<file path="src/obi_config.svh">
// Configuration macros for port count, outstanding transfer limit and OBI field widths
`ifndef OBI_CONFIG_SVH
`define OBI_CONFIG_SVH

// Number of requester ports sharing the external bus
// The arbiter needs at least 2 of them
`define OBI_NUM_PORTS 2

// Largest number of granted transfers still awaiting a response
// Must be a power of two since the owner FIFO wraps its pointers
`define OBI_MAX_OUTST 4

// Address phase field widths
`define OBI_ADDR_W 32
`define OBI_DATA_W 32
`define OBI_BE_W   (`OBI_DATA_W / 8)
`define OBI_ATOP_W 6

`endif

</file>
<file path="src/obi_pkg.sv">
// Shared types for the OBI front end: adapter FSM state and requester port index
`include "obi_config.svh"

package obi_pkg;

  //////////////////////////////////////////////////
  // Adapter FSM
  //////////////////////////////////////////////////

  // TRANSPARENT passes the request straight to the link
  // REGISTERED replays a captured address phase until granted
  typedef enum logic {
    TRANSPARENT = 1'b0,
    REGISTERED  = 1'b1
  } adapter_state_t;

  //////////////////////////////////////////////////
  // Port numbering
  //////////////////////////////////////////////////

  // Wide enough to name every requester port
  typedef logic [$clog2(`OBI_NUM_PORTS)-1:0] port_idx_t;

endpackage

</file>
<file path="src/obi_owner_fifo.sv">
// Circular buffer of port indices naming the owner of each outstanding bus transfer
`include "obi_config.svh"

module obi_owner_fifo (
  input  logic                clk,
  input  logic                rst_n,
  input  logic                push_i,
  input  obi_pkg::port_idx_t  push_idx_i,
  input  logic                pop_i,
  output obi_pkg::port_idx_t  head_idx_o,
  output logic                empty_o,
  output logic                full_o
);

  localparam int unsigned DEPTH = `OBI_MAX_OUTST;
  localparam int unsigned AW    = $clog2(DEPTH);

  // Storage holds owners in grant order
  obi_pkg::port_idx_t mem_q [DEPTH];

  // Pointers carry one extra wrap bit to tell full from empty
  logic [AW:0] wr_ptr_q;
  logic [AW:0] rd_ptr_q;

  //////////////////////////////////////////////////
  // Pointer update
  //////////////////////////////////////////////////

  always_ff @(posedge clk or negedge rst_n)
  begin
    if (!rst_n)
    begin
      wr_ptr_q <= '0;
      rd_ptr_q <= '0;
    end
    else
    begin
      if (push_i)
        wr_ptr_q <= wr_ptr_q + 1'b1;
      if (pop_i)
        rd_ptr_q <= rd_ptr_q + 1'b1;
    end
  end

  // Each new owner lands in the slot at the write pointer
  always_ff @(posedge clk)
  begin
    if (push_i)
      mem_q[wr_ptr_q[AW-1:0]] <= push_idx_i;
  end

  assign head_idx_o = mem_q[rd_ptr_q[AW-1:0]];
  assign empty_o    = (wr_ptr_q == rd_ptr_q);
  // Same slot but opposite wrap bits means every slot is taken
  assign full_o     = (wr_ptr_q[AW-1:0] == rd_ptr_q[AW-1:0]) && (wr_ptr_q[AW] != rd_ptr_q[AW]);

  // The arbiter gates its bus request on full_o, so overflow means a gating bug
  a_no_push_full: assert property (@(posedge clk) disable iff (!rst_n) push_i |-> !full_o);
  // Popping an empty FIFO would misroute every later response
  a_no_pop_empty: assert property (@(posedge clk) disable iff (!rst_n) pop_i |-> !empty_o);

endmodule

</file>
<file path="src/obi_adapter.sv">
// Per-port request adapter turning valid/ready requests into a stable OBI address phase
`include "obi_config.svh"

module obi_adapter #(
  parameter bit TRANS_STABLE = 1'b0
) (
  input  logic                   clk,
  input  logic                   rst_n,
  // Requester side
  input  logic                   trans_valid_i,
  output logic                   trans_ready_o,
  input  logic [`OBI_ADDR_W-1:0] trans_addr_i,
  input  logic                   trans_we_i,
  input  logic [`OBI_BE_W-1:0]   trans_be_i,
  input  logic [`OBI_DATA_W-1:0] trans_wdata_i,
  input  logic [`OBI_ATOP_W-1:0] trans_atop_i,
  // OBI address phase towards the arbiter
  output logic                   obi_req_o,
  input  logic                   obi_gnt_i,
  output logic [`OBI_ADDR_W-1:0] obi_addr_o,
  output logic                   obi_we_o,
  output logic [`OBI_BE_W-1:0]   obi_be_o,
  output logic [`OBI_DATA_W-1:0] obi_wdata_o,
  output logic [`OBI_ATOP_W-1:0] obi_atop_o
);

  if (TRANS_STABLE) begin : g_pass
    // The requester already keeps its fields steady, so no capture is needed
    assign obi_req_o     = trans_valid_i;
    assign obi_addr_o    = trans_addr_i;
    assign obi_we_o      = trans_we_i;
    assign obi_be_o      = trans_be_i;
    assign obi_wdata_o   = trans_wdata_i;
    assign obi_atop_o    = trans_atop_i;
    // Acceptance coincides with the grant here
    assign trans_ready_o = obi_gnt_i;
  end else begin : g_fsm
    obi_pkg::adapter_state_t state_q;
    obi_pkg::adapter_state_t state_d;

    // Captured address phase, replayed while waiting for the grant
    logic [`OBI_ADDR_W-1:0] addr_q;
    logic                   we_q;
    logic [`OBI_BE_W-1:0]   be_q;
    logic [`OBI_DATA_W-1:0] wdata_q;
    logic [`OBI_ATOP_W-1:0] atop_q;

    //////////////////////////////////////////////////
    // State transitions
    //////////////////////////////////////////////////

    always_comb
    begin
      state_d = state_q;
      case (state_q)
        // An ungranted request must be frozen from the next cycle on
        obi_pkg::TRANSPARENT:
          if (obi_req_o && !obi_gnt_i)
          begin
            state_d = obi_pkg::REGISTERED;
          end
        // Release once the link has taken the transfer
        obi_pkg::REGISTERED:
          if (obi_gnt_i)
          begin
            state_d = obi_pkg::TRANSPARENT;
          end
        default: state_d = obi_pkg::TRANSPARENT;
      endcase
    end

    // Output mux between the live request and the captured copy
    always_comb
    begin
      if (state_q == obi_pkg::TRANSPARENT)
      begin
        obi_req_o   = trans_valid_i;
        obi_addr_o  = trans_addr_i;
        obi_we_o    = trans_we_i;
        obi_be_o    = trans_be_i;
        obi_wdata_o = trans_wdata_i;
        obi_atop_o  = trans_atop_i;
      end
      else
      begin
        // A raised request is never withdrawn
        obi_req_o   = 1'b1;
        obi_addr_o  = addr_q;
        obi_we_o    = we_q;
        obi_be_o    = be_q;
        obi_wdata_o = wdata_q;
        obi_atop_o  = atop_q;
      end
    end

    //////////////////////////////////////////////////
    // Registers
    //////////////////////////////////////////////////

    always_ff @(posedge clk or negedge rst_n)
    begin
      if (!rst_n)
      begin
        state_q <= obi_pkg::TRANSPARENT;
      end
      else
      begin
        state_q <= state_d;
      end
    end

    // Capture only on the way into REGISTERED
    always_ff @(posedge clk)
    begin
      if (state_q == obi_pkg::TRANSPARENT && state_d == obi_pkg::REGISTERED)
      begin
        addr_q  <= trans_addr_i;
        we_q    <= trans_we_i;
        be_q    <= trans_be_i;
        wdata_q <= trans_wdata_i;
        atop_q  <= trans_atop_i;
      end
    end

    // A new request is taken only while nothing is parked
    assign trans_ready_o = (state_q == obi_pkg::TRANSPARENT);

    // Across the capture boundary the link must look unchanged
    a_link_stable: assert property (@(posedge clk) disable iff (!rst_n)
      obi_req_o && !obi_gnt_i |=> obi_req_o && $stable(obi_addr_o) && $stable(obi_we_o)
        && $stable(obi_be_o) && $stable(obi_wdata_o) && $stable(obi_atop_o));
  end

endmodule

</file>
<file path="src/obi_arbiter.sv">
// Round-robin OBI arbiter with grant lock, outstanding limit and in-order response steering
`include "obi_config.svh"

module obi_arbiter (
  input  logic                                       clk,
  input  logic                                       rst_n,
  // Address phase from the adapters
  input  logic [`OBI_NUM_PORTS-1:0]                  port_req_i,
  input  logic [`OBI_NUM_PORTS-1:0][`OBI_ADDR_W-1:0] port_addr_i,
  input  logic [`OBI_NUM_PORTS-1:0]                  port_we_i,
  input  logic [`OBI_NUM_PORTS-1:0][`OBI_BE_W-1:0]   port_be_i,
  input  logic [`OBI_NUM_PORTS-1:0][`OBI_DATA_W-1:0] port_wdata_i,
  input  logic [`OBI_NUM_PORTS-1:0][`OBI_ATOP_W-1:0] port_atop_i,
  output logic [`OBI_NUM_PORTS-1:0]                  port_gnt_o,
  // Responses back to each port
  output logic [`OBI_NUM_PORTS-1:0]                  resp_valid_o,
  output logic [`OBI_NUM_PORTS-1:0][`OBI_DATA_W-1:0] resp_rdata_o,
  output logic [`OBI_NUM_PORTS-1:0]                  resp_err_o,
  // Shared external bus
  output logic                                       obi_req_o,
  input  logic                                       obi_gnt_i,
  output logic [`OBI_ADDR_W-1:0]                     obi_addr_o,
  output logic                                       obi_we_o,
  output logic [`OBI_BE_W-1:0]                       obi_be_o,
  output logic [`OBI_DATA_W-1:0]                     obi_wdata_o,
  output logic [`OBI_ATOP_W-1:0]                     obi_atop_o,
  input  logic                                       obi_rvalid_i,
  input  logic [`OBI_DATA_W-1:0]                     obi_rdata_i,
  input  logic                                       obi_err_i
);

  localparam int unsigned NP = `OBI_NUM_PORTS;

  obi_pkg::port_idx_t rr_q;        // Port with highest priority this cycle
  obi_pkg::port_idx_t lock_idx_q;  // Port that owns an ungranted bus request
  logic               lock_q;
  obi_pkg::port_idx_t rr_win;
  obi_pkg::port_idx_t sel_idx;
  obi_pkg::port_idx_t head_idx;
  logic               fifo_empty;
  logic               fifo_full;
  logic               bus_grant;

  //////////////////////////////////////////////////
  // Port selection
  //////////////////////////////////////////////////

  // Scan ports starting at the round-robin pointer, first requester wins
  always_comb
  begin
    int  cand;
    logic found;
    rr_win = rr_q;
    found  = 1'b0;
    for (int i = 0; i < NP; i++)
    begin
      cand = (int'(rr_q) + i) % NP;
      if (!found && port_req_i[cand])
      begin
        rr_win = obi_pkg::port_idx_t'(cand);
        found  = 1'b1;
      end
    end
  end

  // While locked the bus must keep presenting the same port
  assign sel_idx = lock_q ? lock_idx_q : rr_win;

  // No new request once the owner FIFO cannot record another transfer
  assign obi_req_o   = port_req_i[sel_idx] && !fifo_full;
  assign obi_addr_o  = port_addr_i[sel_idx];
  assign obi_we_o    = port_we_i[sel_idx];
  assign obi_be_o    = port_be_i[sel_idx];
  assign obi_wdata_o = port_wdata_i[sel_idx];
  assign obi_atop_o  = port_atop_i[sel_idx];

  assign bus_grant = obi_req_o && obi_gnt_i;

  // Only the selected port sees the bus grant
  always_comb
  begin
    port_gnt_o          = '0;
    port_gnt_o[sel_idx] = bus_grant;
  end

  //////////////////////////////////////////////////
  // Lock and priority state
  //////////////////////////////////////////////////

  always_ff @(posedge clk or negedge rst_n)
  begin
    if (!rst_n)
    begin
      rr_q       <= '0;
      lock_q     <= 1'b0;
      lock_idx_q <= '0;
    end
    else
    begin
      if (obi_req_o && !obi_gnt_i)
      begin
        lock_q     <= 1'b1;
        lock_idx_q <= sel_idx;
      end
      else if (bus_grant)
      begin
        lock_q <= 1'b0;
      end
      // Winner drops to lowest priority after its grant
      if (bus_grant)
        rr_q <= (sel_idx == obi_pkg::port_idx_t'(NP - 1)) ? '0 : sel_idx + 1'b1;
    end
  end

  //////////////////////////////////////////////////
  // Response steering
  //////////////////////////////////////////////////

  obi_owner_fifo i_owner_fifo (
    .clk        (clk),
    .rst_n      (rst_n),
    .push_i     (bus_grant),
    .push_idx_i (sel_idx),
    .pop_i      (obi_rvalid_i),
    .head_idx_o (head_idx),
    .empty_o    (fifo_empty),
    .full_o     (fifo_full)
  );

  // Data and error fan out, valid goes to the owner only
  always_comb
  begin
    for (int p = 0; p < NP; p++)
    begin
      resp_valid_o[p] = obi_rvalid_i && (head_idx == obi_pkg::port_idx_t'(p));
      resp_rdata_o[p] = obi_rdata_i;
      resp_err_o[p]   = obi_err_i;
    end
  end

  // The slave answers only transfers it has granted
  a_rvalid_owned: assert property (@(posedge clk) disable iff (!rst_n)
    obi_rvalid_i |-> !fifo_empty);
  // The locked adapter keeps requesting, so the bus request cannot drop
  a_lock_holds_req: assert property (@(posedge clk) disable iff (!rst_n)
    lock_q |-> obi_req_o);

endmodule

</file>
<file path="src/obi_subsystem.sv">
// Top level of the OBI front end: per-port adapters in a generate loop feeding one arbiter
`include "obi_config.svh"

module obi_subsystem (
  input  logic                                       clk,
  input  logic                                       rst_n,
  // Requester ports
  input  logic [`OBI_NUM_PORTS-1:0]                  trans_valid_i,
  output logic [`OBI_NUM_PORTS-1:0]                  trans_ready_o,
  input  logic [`OBI_NUM_PORTS-1:0][`OBI_ADDR_W-1:0] trans_addr_i,
  input  logic [`OBI_NUM_PORTS-1:0]                  trans_we_i,
  input  logic [`OBI_NUM_PORTS-1:0][`OBI_BE_W-1:0]   trans_be_i,
  input  logic [`OBI_NUM_PORTS-1:0][`OBI_DATA_W-1:0] trans_wdata_i,
  input  logic [`OBI_NUM_PORTS-1:0][`OBI_ATOP_W-1:0] trans_atop_i,
  // Per-port responses
  output logic [`OBI_NUM_PORTS-1:0]                  resp_valid_o,
  output logic [`OBI_NUM_PORTS-1:0][`OBI_DATA_W-1:0] resp_rdata_o,
  output logic [`OBI_NUM_PORTS-1:0]                  resp_err_o,
  // External OBI bus
  output logic                                       obi_req_o,
  input  logic                                       obi_gnt_i,
  output logic [`OBI_ADDR_W-1:0]                     obi_addr_o,
  output logic                                       obi_we_o,
  output logic [`OBI_BE_W-1:0]                       obi_be_o,
  output logic [`OBI_DATA_W-1:0]                     obi_wdata_o,
  output logic [`OBI_ATOP_W-1:0]                     obi_atop_o,
  input  logic                                       obi_rvalid_i,
  input  logic [`OBI_DATA_W-1:0]                     obi_rdata_i,
  input  logic                                       obi_err_i
);

  // Internal links between the adapters and the arbiter
  logic [`OBI_NUM_PORTS-1:0]                  link_req;
  logic [`OBI_NUM_PORTS-1:0]                  link_gnt;
  logic [`OBI_NUM_PORTS-1:0][`OBI_ADDR_W-1:0] link_addr;
  logic [`OBI_NUM_PORTS-1:0]                  link_we;
  logic [`OBI_NUM_PORTS-1:0][`OBI_BE_W-1:0]   link_be;
  logic [`OBI_NUM_PORTS-1:0][`OBI_DATA_W-1:0] link_wdata;
  logic [`OBI_NUM_PORTS-1:0][`OBI_ATOP_W-1:0] link_atop;

  // Requesters may change fields while waiting, so every adapter registers
  for (genvar g = 0; g < `OBI_NUM_PORTS; g++)
  begin : g_port
    obi_adapter #(.TRANS_STABLE(1'b0)) i_adapter (
      .clk           (clk),
      .rst_n         (rst_n),
      .trans_valid_i (trans_valid_i[g]),
      .trans_ready_o (trans_ready_o[g]),
      .trans_addr_i  (trans_addr_i[g]),
      .trans_we_i    (trans_we_i[g]),
      .trans_be_i    (trans_be_i[g]),
      .trans_wdata_i (trans_wdata_i[g]),
      .trans_atop_i  (trans_atop_i[g]),
      .obi_req_o     (link_req[g]),
      .obi_gnt_i     (link_gnt[g]),
      .obi_addr_o    (link_addr[g]),
      .obi_we_o      (link_we[g]),
      .obi_be_o      (link_be[g]),
      .obi_wdata_o   (link_wdata[g]),
      .obi_atop_o    (link_atop[g])
    );
  end

  obi_arbiter i_arbiter (
    .clk          (clk),
    .rst_n        (rst_n),
    .port_req_i   (link_req),
    .port_addr_i  (link_addr),
    .port_we_i    (link_we),
    .port_be_i    (link_be),
    .port_wdata_i (link_wdata),
    .port_atop_i  (link_atop),
    .port_gnt_o   (link_gnt),
    .resp_valid_o (resp_valid_o),
    .resp_rdata_o (resp_rdata_o),
    .resp_err_o   (resp_err_o),
    .obi_req_o    (obi_req_o),
    .obi_gnt_i    (obi_gnt_i),
    .obi_addr_o   (obi_addr_o),
    .obi_we_o     (obi_we_o),
    .obi_be_o     (obi_be_o),
    .obi_wdata_o  (obi_wdata_o),
    .obi_atop_o   (obi_atop_o),
    .obi_rvalid_i (obi_rvalid_i),
    .obi_rdata_i  (obi_rdata_i),
    .obi_err_i    (obi_err_i)
  );

endmodule

</file>
<file path="config.mk">
export PLATFORM = sky130hd
export DESIGN_NAME = obi_subsystem
export DESIGN_NICKNAME = d
export VERILOG_FILES = /design/src/obi_pkg.sv /design/src/obi_owner_fifo.sv /design/src/obi_adapter.sv /design/src/obi_arbiter.sv /design/src/obi_subsystem.sv
export VERILOG_INCLUDE_DIRS = /design/src
export SDC_FILE = /design/constraint.sdc
export NUM_CORES = 1
export LEC_CHECK = 0
export BUFFER_PORTS_ARGS = -buffer_cell sky130_fd_sc_hd__buf_4
export CORE_UTILIZATION = 35
export DETAILED_ROUTE_END_ITERATION = 16
export GPL_TIMING_DRIVEN = 1
export SKIP_CTS_REPAIR_TIMING = 1
export SLEW_MARGIN = 20
export SYNTH_ARGS = -nofsm -noshare
export SYNTH_HDL_FRONTEND = slang
export SYNTH_HIERARCHICAL = 1
export SYNTH_SLANG_ARGS = --single-unit
</file>
<file path="constraint.sdc">
create_clock -name clk -period 14.75 [get_ports clk]
set_clock_uncertainty 0.2 [all_clocks]
set_input_delay 2.2125 -clock clk [delete_from_list [all_inputs] [get_ports clk]]
set_output_delay 2.2125 -clock clk [all_outputs]
set_load 0.01 [all_outputs]
</file>
# ---- After elaboration in Yosys (flattened, before gate mapping)
# Memory sizes are Yosys's and may differ from the RTL's.
# Index checks and enable logic that the tools add are counted.
dict set report totals {
  ff_bits 161
  latchBits 0
  mem_bits_rw 4
  rom_bits 0
  inputBits 189
  out_inout_bits 146
  elab_cells 94
  n_memories 1
}
dict set report op_classes {
  addsub 4
  mul 0
  div_mod_pow 0
  order_cmp 4
  eq_ne 2
  shifts 0
  mux 44
  n_bitwise 4
  n_reduce_logical 18
}
# name words word_bits rd rd_clocked_by_memory_dff write_ports line_no
set memory_table {}
lappend memory_table {i_arbiter.i_owner_fifo.mem_q 4 1 1 0 1 obi_owner_fifo.sv:19} ;# obi_pkg::port_idx_t mem_q [DEPTH];
# op count
set op_table {}
lappend op_table {{2-to-1 mux 32 bit} 8}
lappend op_table {{2-to-1 mux 1 bit} 25}
lappend op_table {{2-to-1 mux 6 bit} 4}
lappend op_table {{2-to-1 mux 4 bit} 4}
lappend op_table {{logical AND 1 bit} 12}
lappend op_table {{adder 3 x 1 -> 3 bit (second input constant)} 2}
lappend op_table {{less-than comparator 1 x 2 -> 1 bit (second input constant)} 3}
lappend op_table {{logical NOT 1 bit} 5}
lappend op_table {{one-hot mux 1 bit (2 select lines)} 2}
lappend op_table {{inverter 1 bit} 3}
lappend op_table {{adder 1 bit (second input constant)} 2}
lappend op_table {{bitwise AND 2 bit} 1}
lappend op_table {{== test 2 bit} 1}
lappend op_table {{nonzero test 2 bit} 1}
lappend op_table {{demux 1 bit (select 1 bit)} 1}
lappend op_table {{greater-or-equal comparator 1 bit (second input constant)} 1}
lappend op_table {{!= test 1 bit} 1}

# ---- Longest topological paths before layout
# Gate-level depths: netlist of the first run.
dict set report depth {
  depth_word 18
  mapped_depth 11
  depth_no_buf 7
}

# ---- Cells and area by module
# Netlist of the first run, hierarchy kept.
# module n_inst cells_per_inst area_per_inst_um2 seq_area_each_um2
set modules_own_cells {}
lappend modules_own_cells {obi_adapter 2 164 3235.6 2277.2}
lappend modules_own_cells {obi_arbiter 1 171 1944.4 75.1}
lappend modules_own_cells {obi_owner_fifo 1 35 485.5 270.3}

# ---- Worst setup path after synthesis of the first run
# OpenSTA, ideal clock, no wires.
dict set report synth_path {
  path_type {input to register}
  from {input trans_valid_i[1]}
  to {register g_port[1].i_adapter.g_fsm.addr_q[0], enable pin}
  setup_time_ns 0.616
  arrival_time_ns 8.654
  required_ns 13.934
  slack_ns 5.280
  cell_stages 8
  n_path_buf 2
  path_cell_list {or2_1 -> inv_2 -> o21ai_1 -> a22o_1 -> buf_8 -> buf_8 -> nor2b_1 -> nor3b_1}
}
dict set report synth_between {
  elab_chain_cells 18
  elab_cells_between_ends 26
  classes_between {order compare (2); mux (15); bitwise (1); reduce/logical (8)}
}
# element line_no
set synth_lines {}
lappend synth_lines {{from (decl)} obi_subsystem.sv:8} ;# input logic [`OBI_NUM_PORTS-1:0] trans_valid_i,
lappend synth_lines {{2-to-1 mux 1 bit (*)} obi_adapter.sv:75} ;# if (state_q == obi_pkg::TRANSPARENT)
lappend synth_lines {{2-to-1 mux 1 bit (implied by the code) (2 in series)} obi_arbiter.sv:58} ;# if (!found && port_req_i[cand])
lappend synth_lines {{2-to-1 mux 1 bit} obi_arbiter.sv:58}
lappend synth_lines {{logical NOT 1 bit} obi_arbiter.sv:58}
lappend synth_lines {{logical AND 1 bit (*)} obi_arbiter.sv:58}
lappend synth_lines {{2-to-1 mux 1 bit (*)} obi_arbiter.sv:58}
lappend synth_lines {{2-to-1 mux 1 bit (*)} obi_arbiter.sv:67} ;# assign sel_idx = lock_q ? lock_idx_q : rr_win;
lappend synth_lines {{named net i_arbiter.sel_idx} obi_arbiter.sv:38} ;# obi_pkg::port_idx_t sel_idx;
lappend synth_lines {{(+3 left out)} --}
lappend synth_lines {{demux 1 bit (select 1 bit) / logical AND 1 bit (equally long branches)} --}
lappend synth_lines {{bitwise AND 2 bit (no source line) (*)} --}
lappend synth_lines {{named net link_gnt[1]} obi_subsystem.sv:34} ;# logic [`OBI_NUM_PORTS-1:0] link_gnt;
lappend synth_lines {{logical NOT 1 bit} obi_adapter.sv:58} ;# if (obi_req_o && !obi_gnt_i)
lappend synth_lines {{logical AND 1 bit} obi_adapter.sv:58}
lappend synth_lines {{2-to-1 mux 1 bit} obi_adapter.sv:58}
lappend synth_lines {{one-hot mux 1 bit (2 select lines) (*)} obi_adapter.sv:55} ;# case (state_q)
lappend synth_lines {{logical AND 1 bit (*)} obi_adapter.sv:115} ;# if (state_q == obi_pkg::TRANSPARENT && state_d == obi_pkg::REGISTERED)
lappend synth_lines {{to (signal assigned)} obi_adapter.sv:117} ;# addr_q <= trans_addr_i;
lappend synth_lines {{to (decl)} obi_adapter.sv:42} ;# logic [`OBI_ADDR_W-1:0] addr_q;
# The timed path passes the listed nets; every way through them passes the cells marked *. The select of a mux whose other input is x is not followed.
# A chain may end at the register's enable or synchronous reset.

# ---- Worst setup path after layout of the first run
dict set report layout_path {
  from {input trans_valid_i[0]}
  to {output obi_addr_o[20]}
}
dict set report layout_between {
  elab_chain_cells 10
  elab_cells_between_ends 12
  classes_between {mux (10); reduce/logical (2)}
}
# element line_no
set layout_lines {}
lappend layout_lines {{2-to-1 mux 1 bit (*)} obi_adapter.sv:75}
lappend layout_lines {{named net link_req[0]} obi_subsystem.sv:33} ;# logic [`OBI_NUM_PORTS-1:0] link_req;
lappend layout_lines {{2-to-1 mux 1 bit (implied by the code) (2 in series)} obi_arbiter.sv:58}
lappend layout_lines {{2-to-1 mux 1 bit} obi_arbiter.sv:58}
lappend layout_lines {{logical NOT 1 bit} obi_arbiter.sv:58}
lappend layout_lines {{logical AND 1 bit (*)} obi_arbiter.sv:58}
lappend layout_lines {{2-to-1 mux 1 bit (*)} obi_arbiter.sv:58}
lappend layout_lines {{2-to-1 mux 1 bit (*)} obi_arbiter.sv:67}
lappend layout_lines {{2-to-1 mux 32 bit (implied by the code) (*) (2 in series)} obi_arbiter.sv:71} ;# assign obi_addr_o = port_addr_i[sel_idx];
lappend layout_lines {{to (decl)} obi_subsystem.sv:22} ;# output logic [`OBI_ADDR_W-1:0] obi_addr_o,
# Marked as above.

==> flow_metrics.py, run 1 <==
metrics = {
    "placed_design": {
        "place_worst_setup_slack_ns": 7.57,
        "dpl_cell_area_um2": 10400,
        "place_congestion": 0.757,
        "portBuffers": 235,
        "hpwlAfterDp_mm": 13.6,
    },
    "grt": {
        "grt_util_all_layers_pct": 15.3,
        "grt_overflow": 0,
        "grt_pass1_vias": 5411,
        "grt_max_degree": 47,
        "antenna_found_initial": 0,
        "grt_first_pass_wirelength_mm": 30.5,
    },
    "critical_path": {
        "cp.arrival_ns": 4.76,
        "required_ns": 12.34,
        "cp_max_fo": 43,
        "worstSetupPathType": "input pin to primary output",
        "cp-start-kind": "input pin",
        "critPathCaptureType": "primary output",
    },
    "floorplan": {
        "die_w_um": 161,
        "rows": 57,
        "die_area_um2": 26100,
        "dieHeight_um": 161,
        "start_util_pct": 36.1,
        "num_io_pins": 335,
        "coreArea_um2": 24600,
    },
    "synth": {
        "synth_nets": 727,
        "netlist_area_um2": 8890,
        "synth_area_per_cell_um2": 16.7,
        "syn_inst": 533,
        "yosysWarnings": 6,
    },
    "route": {
        "met1_length_mm": 8.56,
        "top_layer_used": "met4",
        "routedWlPerCell_um": 19.0,
        "dr_wl_met2_mm": 9.34,
        "drt_iter0_markers": 234,
        "dr.pass1.iters": 4,
        "wl_met3_mm": 1.45,
        "num_vias": 4891,
        "drc": 0,
        "ant_nets": 0,
        "routed_wl_mm": 19.7,
        "avgViaCountPerCell": 4.72,
    },
    "final_layout": {
        "fin_area_um2": 11000,
        "layout.nets": 895,
        "final_util_pct": 44.6,
        "area_growth_pct": 23.4,
        "layout-drive-gt1-share_pct": 71.2,
        "fillers": 2211,
        "antenna_cells": 0,
    },
    "flow_run": {
        "max_cap_viol_count": 0,
    },
    "timing": {
        "fin_crit_sh_pct": 48.6,
        "maxSlewHeadroom_pct": 47.2,
        "fin_crit_ns": 7.18,
        "rsz0062_at_grt": "no",
        "hold_slack_ns": 0.292,
        "fmax_ghz": 0.139,
        "setup_slack_ns": 7.57,
        "worstMarginPinSlew_ns": 0.791,
        "setup_viol": 0,
        "slew_viol_final": 0,
        "finalSetupTns_ns": 0,
        "hold_viol_final": 0,
    },
    "min_path": {
        "hold_path.class": "flop to flop",
    },
    "clocking": {
        "cts_buffers": 17,
        "cts_tree": "done",
        "clkTransAtPathRegs_ns": 0.07,
        "clock_path_buffers": 2,
        "htree_num_levels": 4,
        "numClockSinks": 165,
        "cts_root_buf": "clkbuf_16",
        "worstSkewPairLatency_ns": 0.43,
    },
    "power_and_ir_drop": {
        "vdd_drop_max_mv": 0.161,
        "p_leak_uw": 0.00445,
        "pwr_density_cell_nw_per_um2": 212,
    },
    "outcome": {
        "status": "completed",
    },
}
[state kept, by name (all words and copies together), names as in the netlist]
register                         count
g_port.i_adapter/g_fsm.addr_q       64
g_port.i_adapter/g_fsm.wdata_q      64
g_port.i_adapter/g_fsm.atop_q       12
g_port.i_adapter/g_fsm.be_q          8
i_arbiter/i_owner_fifo/mem_q         4
i_arbiter/i_owner_fifo/rd_ptr_q      3
i_arbiter/i_owner_fifo/wr_ptr_q      3
g_port.i_adapter/g_fsm.state_q       2
g_port.i_adapter/g_fsm.we_q          2
i_arbiter/lock_idx_q                 1
i_arbiter/lock_q                     1
i_arbiter/rr_q                       1
[routing by layer]
layer | global-route usage [%] | vias up
met4 | 5.10 | 0
met1 | 19.2 | 2402
met5 | 0 | -
met3 | 5.32 | 49
li1 | - | 2271
met2 | 24.4 | 169
[path summary, 6_finish.rpt]
| kind | startpoint | end | slack, ns | depth (start not counted) |
|---|---|---|---|---|
| hold reg to reg | i_arbiter/i_owner_fifo/wr_ptr_q[2] | i_arbiter/i_owner_fifo/wr_ptr_q[2] | 0.29 | 1 |
| min in group asynchronous | rst_n | i_arbiter/i_owner_fifo/wr_ptr_q[2] | 1.41 | 1 |
| max in group asynchronous | rst_n | g_port[0].i_adapter/g_fsm.state_q | 12.78 | 1 |
| hold / removal | i_arbiter/i_owner_fifo/wr_ptr_q[2] | i_arbiter/i_owner_fifo/wr_ptr_q[2] | 0.29 | 1 |
| setup / recovery | trans_valid_i[0] | obi_addr_o[20] | 7.57 | 7 |
| setup reg to reg | g_port[0].i_adapter/g_fsm.state_q | g_port[0].i_adapter/g_fsm.wdata_q[25] | 10.38 | 7 |
[cells in the final DEF, fill, tap and decap left out, types with 3 or more instances in the layout]
| cell type | n |
|---|---|
| mux2_2 | 139 |
| mux2_4 | 88 |
| ha_1 | 5 |
| edfxtp_1 | 154 |
| and2_1 | 5 |
| inv_1 | 6 |
| xor2_1 | 5 |
| dfrtp_1 | 9 |
| buf_4 | 242 |
| clkbuf_16 | 17 |
| clkinvlp_4 | 3 |
[cell type report]
class                      count  area (um^2)  share of cell area, %
multi-input combinational    268         3250                   29.7
timing repair buffer         242         1820                   16.6
clock inverter                12          131                   1.20
inverter                       7         26.3                  0.239
tap                          324          405                   3.69
clock buffer                  19          433                   3.94
sequential                   165         4910                   44.7
[where the power goes]
group / switching [uW] / total [uW] / internal (uW)
Sequential: 73.2 / 703 / 630
Clock: 188 / 437 / 249
Combinational: 491 / 1190 / 696
[through the flow]
step / instances / total power [uW]
after floorplan: 533 / 1570
after global placement: 1006 / 1890
after detailed placement: 1006 / 1910
after CTS: 1037 / 2360
after global routing: 1037 / 2440
final: 1037 / 2330
[worst max-delay path, cell delays in order]
cell and delay [ns]:
buf_4 0.12, or2_1 0.24, a21oi_1 0.19, a22o_4 0.65, buf_4 0.73, mux2_4 0.35
buf_4 0.15
Power figures use the tool's default switching activity.
==> run 2: changes to the inputs <==
--- a/config.mk
+++ b/config.mk
@@ -6,6 +6,7 @@
 export SDC_FILE = /design/constraint.sdc
 export NUM_CORES = 1
 export LEC_CHECK = 0
+export ABC_AREA = 1
 export BUFFER_PORTS_ARGS = -buffer_cell sky130_fd_sc_hd__buf_4
 export CORE_UTILIZATION = 35
 export DETAILED_ROUTE_END_ITERATION = 16
==> constraint.sdc (replaced) <==
create_clock -name clk -period 6.4 [get_ports clk]
set_clock_uncertainty 0.2 [all_clocks]
set_input_delay 0.96 -clock clk [delete_from_list [all_inputs] [get_ports clk]]
set_output_delay 0.96 -clock clk [all_outputs]
set_load 0.01 [all_outputs]
==> flow_metrics.py, run 2 <==
metrics = {
    "route": {
        "avgViaCountPerCell": 4.44,
        "dr.pass1.iters": 5,
        "drt_iter0_markers": 375,
        "routed_wl_mm": 23.0,
        "routedWlPerCell_um": 15.0,
        "ant_nets": 0,
        "drc": 0,
        "num_vias": 6803,
    },
    "placed_design": {
        "place_congestion": 0.765,
        "dp.cells": 1500,
        "portBuffers": 235,
        "dpl_cell_area_um2": 10200,
        "hpwlAfterDp_mm": 15.3,
    },
    "clocking": {
        "clkTransAtPathRegs_ns": 0.07,
        "cts_buffers": 17,
        "cts_root_buf": "clkbuf_16",
        "worstSkewPairLatency_ns": 0.42,
        "clock_path_buffers": 2,
        "numClockSinks": 165,
        "htree_num_levels": 4,
        "cts_tree": "done",
    },
    "power_and_ir_drop": {
        "pwr_density_cell_nw_per_um2": 486,
        "power.total_uw": 5240,
        "vdd_drop_max_mv": 0.247,
        "p_leak_uw": 0.00532,
    },
    "floorplan": {
        "die_w_um": 160,
        "num_io_pins": 335,
        "start_util_pct": 35.8,
        "rows": 57,
        "die_area_um2": 25600,
        "dieHeight_um": 160,
        "coreArea_um2": 24400,
    },
    "timing": {
        "worstMarginPinSlew_ns": 0.872,
        "setup_viol": 0,
        "fin_crit_sh_pct": 68.1,
        "finalSetupTns_ns": 0,
        "maxSlewHeadroom_pct": 41.9,
        "hold_viol_final": 0,
        "slew_viol_final": 0,
        "rsz0062_at_grt": "no",
        "fmax_ghz": 0.230,
        "fin_crit_ns": 4.36,
    },
    "critical_path": {
        "max_stage_delay_ns": 0.78,
        "path_cells": "nor2_1 > inv_1 > inv_1 > nand2_1 > nand2_1 > nand2_2 > nand2_4 > inv_2 > buf_4 > nand2_1 > nand2_1 > buf_4",
        "cp_max_fo": 76,
        "regToRegSetupSlack_ns": 2.50,
        "r2r-start": "g_port[0].i_adapter/g_fsm.state_q",
        "cp-start-kind": "flop",
        "worstSetupPathType": "flop to primary output",
        "critPathCaptureType": "primary output",
        "rr_worst_depth": 13,
        "cp_top_family": "buffers and inverters",
        "r2r_end": "g_port[1].i_adapter/g_fsm.addr_q[1]",
        "cp.arrival_ns": 3.20,
        "cp_num_buf_inv": 5,
        "crit_top_cell": "nand2_1",
        "slowest_stage": "dfrtp_2",
        "required_ns": 5.24,
    },
    "final_layout": {
        "layout.nets": 1389,
        "final_common_cell": "nand2_1",
        "layout-drive-gt1-share_pct": 23.9,
        "fin_area_um2": 10800,
        "area_growth_pct": 23.2,
        "final_cells": 1533,
        "top_regs": "g_port.i_adapter/g_fsm.addr_q (64), g_port.i_adapter/g_fsm.wdata_q (64), g_port.i_adapter/g_fsm.atop_q (12)",
        "most-common-layout-cells": "nand2_1, buf_4, edfxtp_1",
    },
    "flow_run": {
        "max_cap_viol_count": 0,
    },
    "synth": {
        "syn_inst": 1047,
        "synth_nets": 1241,
        "synth_area_per_cell_um2": 8.35,
        "yosysWarnings": 6,
        "netlist_area_um2": 8740,
    },
    "grt": {
        "grt_first_pass_wirelength_mm": 36.6,
        "grt_max_degree": 77,
        "antenna_found_initial": 1,
        "grt_pass1_vias": 6958,
        "grt_util_all_layers_pct": 18.3,
        "grt_overflow": 0,
    },
    "min_path": {
        "hold_path.class": "input pin to asynchronous set/reset pin",
    },
    "outcome": {
        "status": "completed",
    },
}
-- run 2: power by group --
group | total [uW] | switching (uW) | internal, uW
Clock | 1090 | 460 | 626
Sequential | 1530 | 103 | 1430
Combinational | 2620 | 1600 | 1010
-- run 2: cell type report --
class / count / area, um^2
inverters: 26 / 97.6
multi-input cells: 740 / 2910
fillers: 2488 / 13600
repair buffers: 245 / 1840
flip-flops and latches: 165 / 4900
well taps: 324 / 405
clock buffers: 18 / 429
clock inverters: 14 / 184
diodes: 1 / 2.50
-- run 2: routing by layer --
metal / routed length, um / up-vias / GRT usage [%] / part of all wire (%)
li1: - / 3495 / - / -
met1: 9510 / 3067 / 21.2 / 41
met2: 11300 / 198 / 31.3 / 49
met3: 1670 / 43 / 6.31 / 7.3
met4: 552 / 0 / 6.67 / 2.4
met5: 0 / - / 0 / 0
-- run 2: worst max-delay path by stage --
stage	cells after the start	start	slack (ns)	to
after detailed placement	14	trans_valid_i[0]	2.15	g_port[1].i_adapter/g_fsm.wdata_q[27]
after floorplan	12	trans_valid_i[0]	0.99	g_port[0].i_adapter/g_fsm.addr_q[0]
after CTS	12	g_port[0].i_adapter/g_fsm.state_q	1.92	obi_atop_o[2]
after global placement	14	trans_valid_i[0]	2.18	g_port[1].i_adapter/g_fsm.wdata_q[27]
after global routing	12	g_port[0].i_adapter/g_fsm.state_q	1.71	obi_addr_o[28]
final	12	g_port[0].i_adapter/g_fsm.state_q	2.04	obi_atop_o[1]
-- run 2: metrics by stage --
stage          utilization, %  hold slack [ns]  worst slack (ns)
2_1_floorplan               -            0.249             0.987
3_3_place_gp             41.6            0.280              2.18
3_5_place_dp             41.6            0.275              2.15
4_1_cts                  44.1            0.136              1.92
5_1_grt                  44.2            0.134              1.71
6_report                 44.2            0.158              2.04
==> run 3: changes to the inputs <==
--- a/config.mk
+++ b/config.mk
@@ -6,7 +6,7 @@
 export SDC_FILE = /design/constraint.sdc
 export NUM_CORES = 1
 export LEC_CHECK = 0
-export ABC_AREA = 1
+export ABC_AREA = 0
 export BUFFER_PORTS_ARGS = -buffer_cell sky130_fd_sc_hd__buf_4
 export CORE_UTILIZATION = 35
 export DETAILED_ROUTE_END_ITERATION = 16
==> constraint.sdc (replaced) <==
create_clock -name clk -period 4.28 [get_ports clk]
set_clock_uncertainty 0.2 [all_clocks]
set_input_delay 0.642 -clock clk [delete_from_list [all_inputs] [get_ports clk]]
set_output_delay 0.642 -clock clk [all_outputs]
set_load 0.01 [all_outputs]
==> flow_metrics.py, run 3 (synthesized netlist as in run 1, its figures left out) <==
metrics = {
    "outcome": {
        "status": "completed",
    },
    "clocking": {
        "numClockSinks": 165,
        "cts_buffers": 17,
        "clkTransAtPathRegs_ns": 0.07,
        "cts_root_buf": "clkbuf_16",
        "cts_tree": "done",
        "worstSkewPairLatency_ns": 0.41,
        "clock_path_buffers": 2,
        "htree_num_levels": 4,
    },
    "route": {
        "drt_iter0_markers": 221,
        "routedWlPerCell_um": 19.0,
        "drc": 0,
        "ant_nets": 0,
        "dr.pass1.iters": 6,
        "routed_wl_mm": 19.7,
        "avgViaCountPerCell": 4.77,
        "num_vias": 4965,
    },
    "final_layout": {
        "top_regs": "g_port.i_adapter/g_fsm.addr_q (64), g_port.i_adapter/g_fsm.wdata_q (64), g_port.i_adapter/g_fsm.atop_q (12)",
        "final_common_cell": "buf_4",
        "final_util_pct": 45.2,
        "layout.nets": 899,
        "most-common-layout-cells": "buf_4, edfxtp_1, mux2_2",
        "area_growth_pct": 25.0,
        "final_cells": 1041,
        "layout-drive-gt1-share_pct": 71.4,
        "antenna_cells": 0,
        "fin_area_um2": 11100,
    },
    "timing": {
        "hold_slack_ns": 0.208,
        "fin_crit_ns": 3.59,
        "fin_crit_sh_pct": 83.9,
        "hold_viol_final": 0,
        "worstMarginPinSlew_ns": 0.740,
        "rsz0062_at_grt": "no",
        "fmax_ghz": 0.278,
        "setup_slack_ns": 0.688,
        "maxSlewHeadroom_pct": 50.7,
        "slew_viol_final": 0,
        "setup_viol": 0,
    },
    "floorplan": {
        "dieHeight_um": 161,
        "num_io_pins": 335,
        "die_w_um": 161,
        "start_util_pct": 36.1,
        "rows": 57,
        "die_area_um2": 26100,
        "coreArea_um2": 24600,
    },
    "grt": {
        "grt_pass1_vias": 5437,
        "grt_first_pass_wirelength_mm": 30.9,
        "grt_overflow": 0,
        "grt_max_degree": 51,
        "antenna_found_initial": 0,
        "grt_util_all_layers_pct": 15.2,
    },
    "power_and_ir_drop": {
        "comb_power_share_pct": 52.4,
        "p_switching_uw": 2620,
        "intPower_uw": 5600,
        "clkPwrFrac_pct": 19.7,
        "seqPwrFrac_pct": 27.9,
        "pwr_density_cell_nw_per_um2": 740,
        "swShare_pct": 31.8,
        "p_leak_uw": 0.00451,
        "vdd_drop_max_mv": 0.457,
    },
    "placed_design": {
        "portBuffers": 235,
        "place_congestion": 0.761,
        "place_worst_setup_slack_ns": 0.813,
        "dp.cells": 1009,
        "dpl_cell_area_um2": 10500,
        "hpwlAfterDp_mm": 13.4,
    },
    "min_path": {
        "hold_path.class": "input pin to flop",
        "min-delay-start": "trans_wdata_i[8]",
    },
    "critical_path": {
        "required_ns": 3.44,
        "worstSetupPathType": "flop to primary output",
        "rr_worst_depth": 6,
        "r2r_end": "g_port[0].i_adapter/g_fsm.wdata_q[30]",
        "r2r-start": "g_port[0].i_adapter/g_fsm.state_q",
        "critPathCaptureType": "primary output",
        "cp.arrival_ns": 2.75,
        "cp_max_fo": 35,
        "regToRegSetupSlack_ns": 1.23,
        "crit_path_end": "obi_wdata_o[9]",
        "cp-startpoint": "g_port[0].i_adapter/g_fsm.state_q",
        "cp-start-kind": "flop",
    },
    "flow_run": {
        "max_cap_viol_count": 0,
    },
}
[run 3: metal layers]
metal / part of all wire (%) / vias to the layer above / wire [um] / global-route usage [%]
li1: - / 2276 / - / -
met3: 6.6 / 36 / 1300 / 4.57
met5: 0 / - / 0 / 0
met4: 1.3 / 0 / 262 / 3.99
met1: 44 / 2470 / 8770 / 19.5
met2: 48 / 183 / 9420 / 25.0
[run 3: area by class of cell]
type,count,area (um^2)
clock buffers,18,429
well taps,324,405
flip-flops and latches,165,4910
fillers,2199,13500
clock inverters,13,181
inverters,7,26.3
multi-input cells,268,3280
repair buffers,246,1890
[run 3: how the worst min path moves through the flow]
stage / end / slack [ns] / cells past startpoint
6_report: g_port[0].i_adapter/g_fsm.wdata_q[8] / 0.21 / 1
5_1_grt: g_port[0].i_adapter/g_fsm.wdata_q[3] / 0.18 / 1
4_1_cts: g_port[0].i_adapter/g_fsm.state_q / -0.17 / 1
3_5_place_dp: i_arbiter/i_owner_fifo/wr_ptr_q[2] / 0.28 / 1
3_3_place_gp: i_arbiter/i_owner_fifo/wr_ptr_q[2] / 0.28 / 1
2_1_floorplan: g_port[0].i_adapter/g_fsm.state_q / 0.15 / 0
[run 3: stage by stage]
step                      power (uW)  setup TNS [ns]
after floorplan                 5390           -1.46
after global placement          6630               0
after detailed placement        6690               0
after CTS                       8350               0
after global routing            8670               0
final                           8220               0
[run 3: power groups by stage]
stage               registers [uW]  logic (uW)  clock network (uW)
finish                        2290        4310                1620
global route                  2320        4600                1740
CTS                           2290        4380                1680
detailed placement            2330        4360                   0
global placement              2310        4320                   0
floorplan                     2290        3100                   0
[run 3: critical path, stage by stage, from the launching register on]
cell     delay, ns
dfrtp_4       0.48
or2_1         0.28
a21oi_2       0.17
a22o_4        0.58
buf_12        0.32
mux2_4        0.34
buf_4         0.15
